===== config.mk =====
export PLATFORM = sky130hd
export DESIGN_NAME = laser_drop_top
export DESIGN_NICKNAME = d
export VERILOG_FILES = /design/src/design/laser_drop_pkg.sv /design/src/design/laser_receiver.sv /design/src/design/pair_queue.sv /design/src/design/host_writer.sv /design/src/design/laser_drop_top.sv
export VERILOG_INCLUDE_DIRS = /design/src /design/src/design
export SDC_FILE = /design/constraint.sdc
export NUM_CORES = 1
export LEC_CHECK = 0
export BUFFER_PORTS_ARGS = -buffer_cell sky130_fd_sc_hd__buf_4
export CAP_MARGIN = 10
export CORE_MARGIN = 10
export CORE_UTILIZATION = 49
export CTS_BUF_LIST = sky130_fd_sc_hd__clkbuf_4 sky130_fd_sc_hd__clkbuf_8 sky130_fd_sc_hd__clkbuf_16
export DETAILED_ROUTE_END_ITERATION = 12
export SYNTH_ARGS = -nofsm -noshare
export SYNTH_HDL_FRONTEND = slang
export SYNTH_SLANG_ARGS = --single-unit

===== constraint.sdc =====
create_clock -name clock -period 3.8 [get_ports clock]
set_clock_uncertainty 0.05 [all_clocks]
set_input_delay 0 -clock clock [delete_from_list [all_inputs] [get_ports clock]]
set_output_delay 0 -clock clock [all_outputs]
set_load 0.005 [all_outputs]

===== src/design/laser_drop_defs.svh =====
`ifndef LASER_DROP_DEFS_SVH
`define LASER_DROP_DEFS_SVH

// Clock cycles per laser bit
`define LD_CLKS_PER_BIT 8

// Majority vote window within one bit time
`define LD_VOTE_FIRST 3
`define LD_VOTE_LAST 5

// Start bit, eight data bits and stop bit
`define LD_FRAME_BITS 10

// Pair queue size, depth must be 2 ** AW
`define LD_QUEUE_DEPTH 16
`define LD_QUEUE_AW 4

`endif


===== src/design/laser_drop_pkg.sv =====
`include "laser_drop_defs.svh"

package laser_drop_pkg;

    typedef logic [7:0] byte_t;

    // Bytes received on both lanes during one frame time
    typedef struct packed {
        byte_t data1;
        byte_t data2;
    } lane_pair_t;

    typedef logic [3:0] sample_count_t;
    typedef logic [3:0] bit_index_t;
    typedef logic [`LD_QUEUE_AW-1:0] queue_addr_t;

    typedef enum logic {
        rx_idle,
        rx_frame
    } rx_state_t;

    typedef enum logic [1:0] {
        wr_idle,
        wr_lane1,
        wr_gap,
        wr_lane2
    } wr_state_t;

endpackage


===== src/design/laser_receiver.sv =====
`timescale 1ns/100ps
`include "laser_drop_defs.svh"

module laser_receiver (
    input  logic                       clock,
    input  logic                       reset,
    input  logic                       laser1_rx,
    input  logic                       laser2_rx,
    output laser_drop_pkg::lane_pair_t pair,
    output logic                       pair_valid
);

    // Lane arrays are indexed 0 for laser 1 and 1 for laser 2
    logic [1:0] lane_meta;
    logic [1:0] lane_sync;

    laser_drop_pkg::rx_state_t     state;
    laser_drop_pkg::sample_count_t sample_count;
    laser_drop_pkg::bit_index_t    bit_index;

    logic [1:0][1:0]                vote_q;
    logic [1:0][`LD_FRAME_BITS-1:0] shift_q;
    logic [1:0][`LD_FRAME_BITS-1:0] shift_next;
    logic [1:0]                     bit_now;
    logic [1:0]                     start_bits;
    logic [1:0]                     stop_bits;

    logic in_window;
    logic bit_end;
    logic last_bit;
    logic frame_ok;

    // Two-flop synchronizer on both lanes
    always_ff @(posedge clock or posedge reset) begin
        if (reset) begin
            lane_meta <= 2'b00;
            lane_sync <= 2'b00;
        end else begin
            lane_meta <= {laser2_rx, laser1_rx};
            lane_sync <= lane_meta;
        end
    end

    assign in_window = (sample_count >= laser_drop_pkg::sample_count_t'(`LD_VOTE_FIRST)) &&
                       (sample_count <= laser_drop_pkg::sample_count_t'(`LD_VOTE_LAST));
    assign bit_end   = sample_count == laser_drop_pkg::sample_count_t'(`LD_CLKS_PER_BIT - 1);
    assign last_bit  = bit_index == laser_drop_pkg::bit_index_t'(`LD_FRAME_BITS - 1);

    // Two or three high samples out of three make a one
    always_comb begin
        for (int lane = 0; lane < 2; lane++) begin
            bit_now[lane]    = vote_q[lane][1];
            shift_next[lane] = {bit_now[lane], shift_q[lane][`LD_FRAME_BITS-1:1]};
            start_bits[lane] = shift_next[lane][0];
            stop_bits[lane]  = shift_next[lane][`LD_FRAME_BITS-1];
        end
        frame_ok = (start_bits == 2'b11) && (stop_bits == 2'b00);
    end

    always_ff @(posedge clock or posedge reset) begin
        if (reset) begin
            state        <= laser_drop_pkg::rx_idle;
            sample_count <= '0;
            bit_index    <= '0;
            vote_q       <= '0;
            pair_valid   <= 1'b0;
        end else begin
            pair_valid <= 1'b0;
            case (state)
                laser_drop_pkg::rx_idle: begin
                    sample_count <= '0;
                    bit_index    <= '0;
                    vote_q       <= '0;
                    if (lane_sync != 2'b00) begin
                        state <= laser_drop_pkg::rx_frame;
                    end
                end
                laser_drop_pkg::rx_frame: begin
                    if (bit_end) begin
                        sample_count <= '0;
                        vote_q       <= '0;
                        bit_index    <= bit_index + 1'b1;
                        if (last_bit) begin
                            state      <= laser_drop_pkg::rx_idle;
                            pair_valid <= frame_ok;
                        end else if (bit_index == '0 && bit_now == 2'b00) begin
                            // Both start bits lost the vote, so this was a glitch
                            state <= laser_drop_pkg::rx_idle;
                        end
                    end else begin
                        sample_count <= sample_count + 1'b1;
                        if (in_window) begin
                            for (int lane = 0; lane < 2; lane++) begin
                                vote_q[lane] <= vote_q[lane] + {1'b0, lane_sync[lane]};
                            end
                        end
                    end
                end
                default: state <= laser_drop_pkg::rx_idle;
            endcase
        end
    end

    // Frame bits shift in at the top, so the start bit ends up in bit 0
    always_ff @(posedge clock) begin
        if (state == laser_drop_pkg::rx_frame && bit_end) begin
            shift_q <= shift_next;
            if (last_bit) begin
                pair.data1 <= shift_next[0][`LD_FRAME_BITS-2:1];
                pair.data2 <= shift_next[1][`LD_FRAME_BITS-2:1];
            end
        end
    end

endmodule


===== src/design/pair_queue.sv =====
`timescale 1ns/100ps
`include "laser_drop_defs.svh"

module pair_queue (
    input  logic                       clock,
    input  logic                       reset,
    input  logic                       push,
    input  laser_drop_pkg::lane_pair_t push_data,
    input  logic                       pop,
    output laser_drop_pkg::lane_pair_t head,
    output logic                       empty,
    output logic                       overflow
);

    laser_drop_pkg::lane_pair_t mem [`LD_QUEUE_DEPTH];

    laser_drop_pkg::queue_addr_t wr_ptr;
    laser_drop_pkg::queue_addr_t rd_ptr;
    logic [`LD_QUEUE_AW:0]       occupancy;

    logic full;
    logic do_push;
    logic do_pop;

    assign empty   = occupancy == '0;
    assign full    = occupancy == (`LD_QUEUE_AW + 1)'(`LD_QUEUE_DEPTH);
    assign do_push = push && !full;
    assign do_pop  = pop && !empty;

    // Read side is combinational, a pushed pair shows up on the next cycle
    assign head = mem[rd_ptr];

    always_ff @(posedge clock) begin
        if (do_push) begin
            mem[wr_ptr] <= push_data;
        end
    end

    always_ff @(posedge clock or posedge reset) begin
        if (reset) begin
            wr_ptr    <= '0;
            rd_ptr    <= '0;
            occupancy <= '0;
            overflow  <= 1'b0;
        end else begin
            if (do_push) begin
                wr_ptr <= wr_ptr + 1'b1;
            end
            if (do_pop) begin
                rd_ptr <= rd_ptr + 1'b1;
            end
            if (do_push && !do_pop) begin
                occupancy <= occupancy + 1'b1;
            end else if (do_pop && !do_push) begin
                occupancy <= occupancy - 1'b1;
            end
            // Lost pairs are remembered until reset
            if (push && full) begin
                overflow <= 1'b1;
            end
        end
    end

endmodule


===== src/design/host_writer.sv =====
`timescale 1ns/100ps

module host_writer (
    input  logic                       clock,
    input  logic                       reset,
    input  laser_drop_pkg::lane_pair_t head,
    input  logic                       empty,
    input  logic                       txe,
    output laser_drop_pkg::byte_t      adbus_out,
    output logic                       ftdi_wr,
    output logic                       pop
);

    laser_drop_pkg::wr_state_t state;
    laser_drop_pkg::wr_state_t state_next;

    // txe low means the host has room for a byte
    always_comb begin
        state_next = state;
        case (state)
            laser_drop_pkg::wr_idle: begin
                if (!empty && !txe) begin
                    state_next = laser_drop_pkg::wr_lane1;
                end
            end
            laser_drop_pkg::wr_lane1: state_next = laser_drop_pkg::wr_gap;
            laser_drop_pkg::wr_gap: begin
                if (!txe) begin
                    state_next = laser_drop_pkg::wr_lane2;
                end
            end
            laser_drop_pkg::wr_lane2: state_next = laser_drop_pkg::wr_idle;
            default: state_next = laser_drop_pkg::wr_idle;
        endcase
    end

    always_ff @(posedge clock or posedge reset) begin
        if (reset) begin
            state <= laser_drop_pkg::wr_idle;
        end else begin
            state <= state_next;
        end
    end

    // Byte is loaded one edge ahead so it is steady for the whole strobe
    always_ff @(posedge clock) begin
        if (state_next == laser_drop_pkg::wr_lane1) begin
            adbus_out <= head.data1;
        end else if (state_next == laser_drop_pkg::wr_lane2) begin
            adbus_out <= head.data2;
        end
    end

    assign ftdi_wr = !(state == laser_drop_pkg::wr_lane1 || state == laser_drop_pkg::wr_lane2);
    assign pop     = state == laser_drop_pkg::wr_lane2;

endmodule


===== src/design/laser_drop_top.sv =====
`timescale 1ns/100ps

module laser_drop_top (
    input  logic                  clock,
    input  logic                  reset,
    input  logic                  laser1_rx,
    input  logic                  laser2_rx,
    input  logic                  txe,
    output laser_drop_pkg::byte_t adbus_out,
    output logic                  ftdi_wr,
    output logic                  overflow
);

    laser_drop_pkg::lane_pair_t rx_pair;
    laser_drop_pkg::lane_pair_t queue_head;
    logic                       rx_pair_valid;
    logic                       queue_empty;
    logic                       writer_pop;

    laser_receiver receiver0 (
        .clock      (clock),
        .reset      (reset),
        .laser1_rx  (laser1_rx),
        .laser2_rx  (laser2_rx),
        .pair       (rx_pair),
        .pair_valid (rx_pair_valid)
    );

    pair_queue queue0 (
        .clock     (clock),
        .reset     (reset),
        .push      (rx_pair_valid),
        .push_data (rx_pair),
        .pop       (writer_pop),
        .head      (queue_head),
        .empty     (queue_empty),
        .overflow  (overflow)
    );

    host_writer writer0 (
        .clock     (clock),
        .reset     (reset),
        .head      (queue_head),
        .empty     (queue_empty),
        .txe       (txe),
        .adbus_out (adbus_out),
        .ftdi_wr   (ftdi_wr),
        .pop       (writer_pop)
    );

endmodule


==> results.py <==
metrics = {
    "status": {
        "outcome": "finished, final reports clean",
    },
    "logic_synthesis": {
        "avgSynthCellArea_um2": 21.14,
        "ys_top_cells_by_count": "298 x edfxtp_1, 64 x mux4_2, 34 x dfrtp_1, 28 x nor2_1, 19 x mux2i_1",
        "synthMuxAreaShare": 0.1427,
        "syn_inst": 608,
        "synth_xor_area_frac": 0.01227,
        "synth_top_flop_cell": "edfxtp_1",
        "synth_nets": 631,
        "async_flop_share": 0.1024,
        "yosys.area.top_type": "edfxtp_1",
        "yosysTopAreaCellShare": 0.6963,
        "synth.area.top_cells": "edfxtp_1 70%, mux4_2 11%, dfrtp_1 6.6%",
        "synth-edff-count": 298,
        "synth_compound_area_frac": 0.02210,
        "synth_fa_ha_area_frac": 0.01811,
        "ys_types": 44,
        "yosys.area_share.simple": 0.02648,
        "synth_top_family_by_area": "multiplexers",
        "ys_seq_area_frac": 0.7625,
        "ys_seq_elements": 332,
        "yosysWarnings": 0,
        "synth_most_common_cell": "edfxtp_1",
        "syn_area_um2": 12850,
    },
    "pwr": {
        "combPwrFrac": 0.143,
        "ir_drop_mv": 0.3861,
        "internal_power_mw": 6.812,
        "swShare": 0.2428,
        "p_clk_frac": 0.367,
        "power_density_nw_per_um2": 611.8,
        "switching_power_mw": 2.184,
        "p_leak_nw": 4.830,
        "p_seq_frac": 0.490,
    },
    "global_route": {
        "antenna_found_initial": 0,
        "grt_util_all_layers": 0.1592,
        "grt-ovfl-total": 0,
        "grt_max_degree": 42,
        "grt_pass1_wl_um": 39870,
        "first_global_vias": 6333,
    },
    "sta": {
        "maxSlewViolCount": 0,
        "hold_viol_final": 0,
        "rsz0062_at_grt": "no",
        "fmax_ghz": 0.3330,
        "setup_violations": 0,
        "maxSlewHeadroom": 0.3679,
        "fin_crit_sh": 0.7902,
        "setup_tns_ps": 0,
        "worst_pin_slew_ps": 945.0,
        "period_needed_ps": 3003,
    },
    "detailed_routing": {
        "ant_nets": 0,
        "dr.pass1.iters": 5,
        "drc": 0,
        "drt_iter0_markers": 590,
        "wl_per_cell_um": 25.39,
        "viasPerCell": 5.759,
        "drt-total-wl_um": 26130,
        "num_vias": 5926,
    },
    "cts": {
        "cts.clk_slew.worst_paths_ps": 60,
        "postCtsSetupBuffers": 0,
        "cts_tree": "built",
        "cts_buffers": 35,
        "cts-root-buf": "clkbuf_16",
        "cts-resized-gates": 0,
        "ctsHtreeMaxLevel": 2,
        "clock_sinks": 332,
        "insertion_delay_ps": 500,
        "cts_buffer_depth": 3,
    },
    "final_layout": {
        "fillCellCount": 1923,
        "diodes": 0,
        "areaGrowthSynthToFinish_pct": 14.41,
        "regArea_um2": 9806,
        "multiInputGateArea_um2": 2910,
        "nets": 692,
        "final_cell_count_no_fill": 1029,
        "layout-drive-gt1-share": 0.3069,
    },
    "critical_path": {
        "worstPathMaxFanout": 5,
        "crit_buf_inv": 1,
        "cp_slowest_stage_delay_ps": 620,
        "cp_top_family": "adder cells",
        "cp.required_ps": 4170,
        "cp.arrival_ps": 3380,
        "critPathCaptureType": "register",
        "cp_cell_sequence": "or4_4, o211ai_2, ha_1, inv_1, fa_1, a21o_1, a21oi_1, mux2i_1, xnor2_1",
        "worstSetupStartpointType": "register",
        "path_class": "register to register",
        "worst_path_max_delay_cell": "or4_4",
    },
    "placement": {
        "dp_hpwl_um": 15860,
        "globalplace.congestion": 0.7822,
        "dp_cells": 963,
        "portBuffers": 14,
    },
    "job": {
        "cap_violations": 0,
    },
    "die": {
        "die_area_um2": 33100,
        "start_util": 0.4960,
        "rows": 59,
        "die_h_um": 181.9,
        "io_pins": 15,
        "die_x_um": 181.9,
        "core_area_um2": 25910,
    },
    "worst_hold_path": {
        "hp-class": "primary input to register",
    },
}
-- flip-flops by register name, summed over array words and instances, names as in the netlist, 2 cells and up --
name	flops
queue0.mem	256
queue0.occupancy	5
queue0.rd_ptr	4
queue0.wr_ptr	4
receiver0.bit_index	4
receiver0.bit_now	2
receiver0.lane_meta	2
receiver0.lane_sync	2
receiver0.pair	16
receiver0.sample_count	4
receiver0.shift_next	18
receiver0.vote_q	2
writer0.adbus_out	8
writer0.state	2
-- kinds of logic after synthesis --
group / count (synthesis)
adder cells (fa/ha/maj): 18
multiplexers: 101
AO/OA/AOI/OAI: 33
AND/OR/NAND/NOR: 70
buffers and inverters: 36
XOR/XNOR: 18
flip-flops: 332
-- cells in the final DEF, fill, tap and decap left out, types with 3 or more instances in the layout --
master | synthesis | final
nand2_1 | 12 | 12
inv_1 | 12 | 12
nor2_2 | 0 | 12
mux2i_1 | 19 | 19
mux2_2 | 18 | 18
ha_1 | 17 | 17
and2_1 | 4 | 4
clkbuf_4 | 0 | 8
o21ai_0 | 3 | 3
clkinv_1 | 0 | 7
nand3_1 | 5 | 5
xor2_1 | 8 | 8
a221oi_2 | 3 | 3
o22ai_1 | 8 | 8
a21oi_1 | 5 | 5
clkinv_2 | 0 | 5
clkbuf_16 | 0 | 37
dlygate4sd3_1 | 0 | 4
dfrtp_1 | 34 | 31
a221oi_1 | 5 | 5
xnor2_1 | 10 | 10
mux4_2 | 64 | 64
nor2_1 | 28 | 16
edfxtp_1 | 298 | 298
nor3_1 | 9 | 4
buf_4 | 3 | 42
nor3_2 | 1 | 5
-- layer usage --
| metal | track usage | vias up | wire length (µm) |
|---|---|---|---|
| li1 | - | 2592 | - |
| met2 | 0.2761 | 166 | 13610 |
| met4 | 0.04784 | 0 | 528 |
| met5 | 0 | - | 0 |
| met1 | 0.2023 | 3126 | 10690 |
| met3 | 0.02445 | 42 | 1290 |
-- layout make-up --
class | instances | share of cell area
inverter | 12 | 0.003064
timing repair buffer | 48 | 0.02689
tap | 335 | 0.02851
clock inverter | 16 | 0.008680
multi-input combinational | 240 | 0.1979
clock buffer | 46 | 0.06799
sequential | 332 | 0.6669
-- through the flow --
stage / worst slack, ps / util / hold WS [ps] / cell area, µm² / power [mW]
3_5_place_dp: 803.9 / 0.5224 / 61.64 / 13540 / 5.792
4_1_cts: 799.1 / 0.5674 / 81.00 / 14700 / 9.090
6_report: 797.3 / 0.5674 / 103.9 / 14700 / 8.996
3_3_place_gp: 904.8 / 0.5224 / 60.87 / 13540 / 5.733
2_1_floorplan: 1032 / - / -18.57 / 12850 / 5.402
5_1_grt: 633.8 / 0.5674 / 88.92 / 14700 / 9.356
-- power by group through the flow --
stage	sequential (mW)	combinational (mW)	clock (mW)
after floorplan	4.34	1.06	0
after global routing	4.44	1.42	3.50
after CTS	4.41	1.32	3.37
after global placement	4.47	1.27	0
final	4.41	1.29	3.30
after detailed placement	4.48	1.31	0
-- final timing paths --
check / start / end / slack (ps) / depth (start not counted)
setup / recovery: queue0.occupancy[0] / queue0.occupancy[4] / 800 / 9
hold / removal: laser1_rx / receiver0.lane_meta[0] / 100 / 2
setup reg to reg: queue0.occupancy[0] / queue0.occupancy[4] / 800 / 9
hold reg to reg: receiver0.lane_meta[1] / receiver0.lane_sync[1] / 300 / 0
max in group asynchronous: reset / queue0.rd_ptr[1] / 3220 / 4
min in group asynchronous: reset / queue0.occupancy[4] / 120 / 4
-- what timing repair did --
item                       CTS  global route
hold endpoints to repair    45             0
setup endpoints to repair    0             0
hold buffers                 4             0
(Power assumes the default switching activity.)
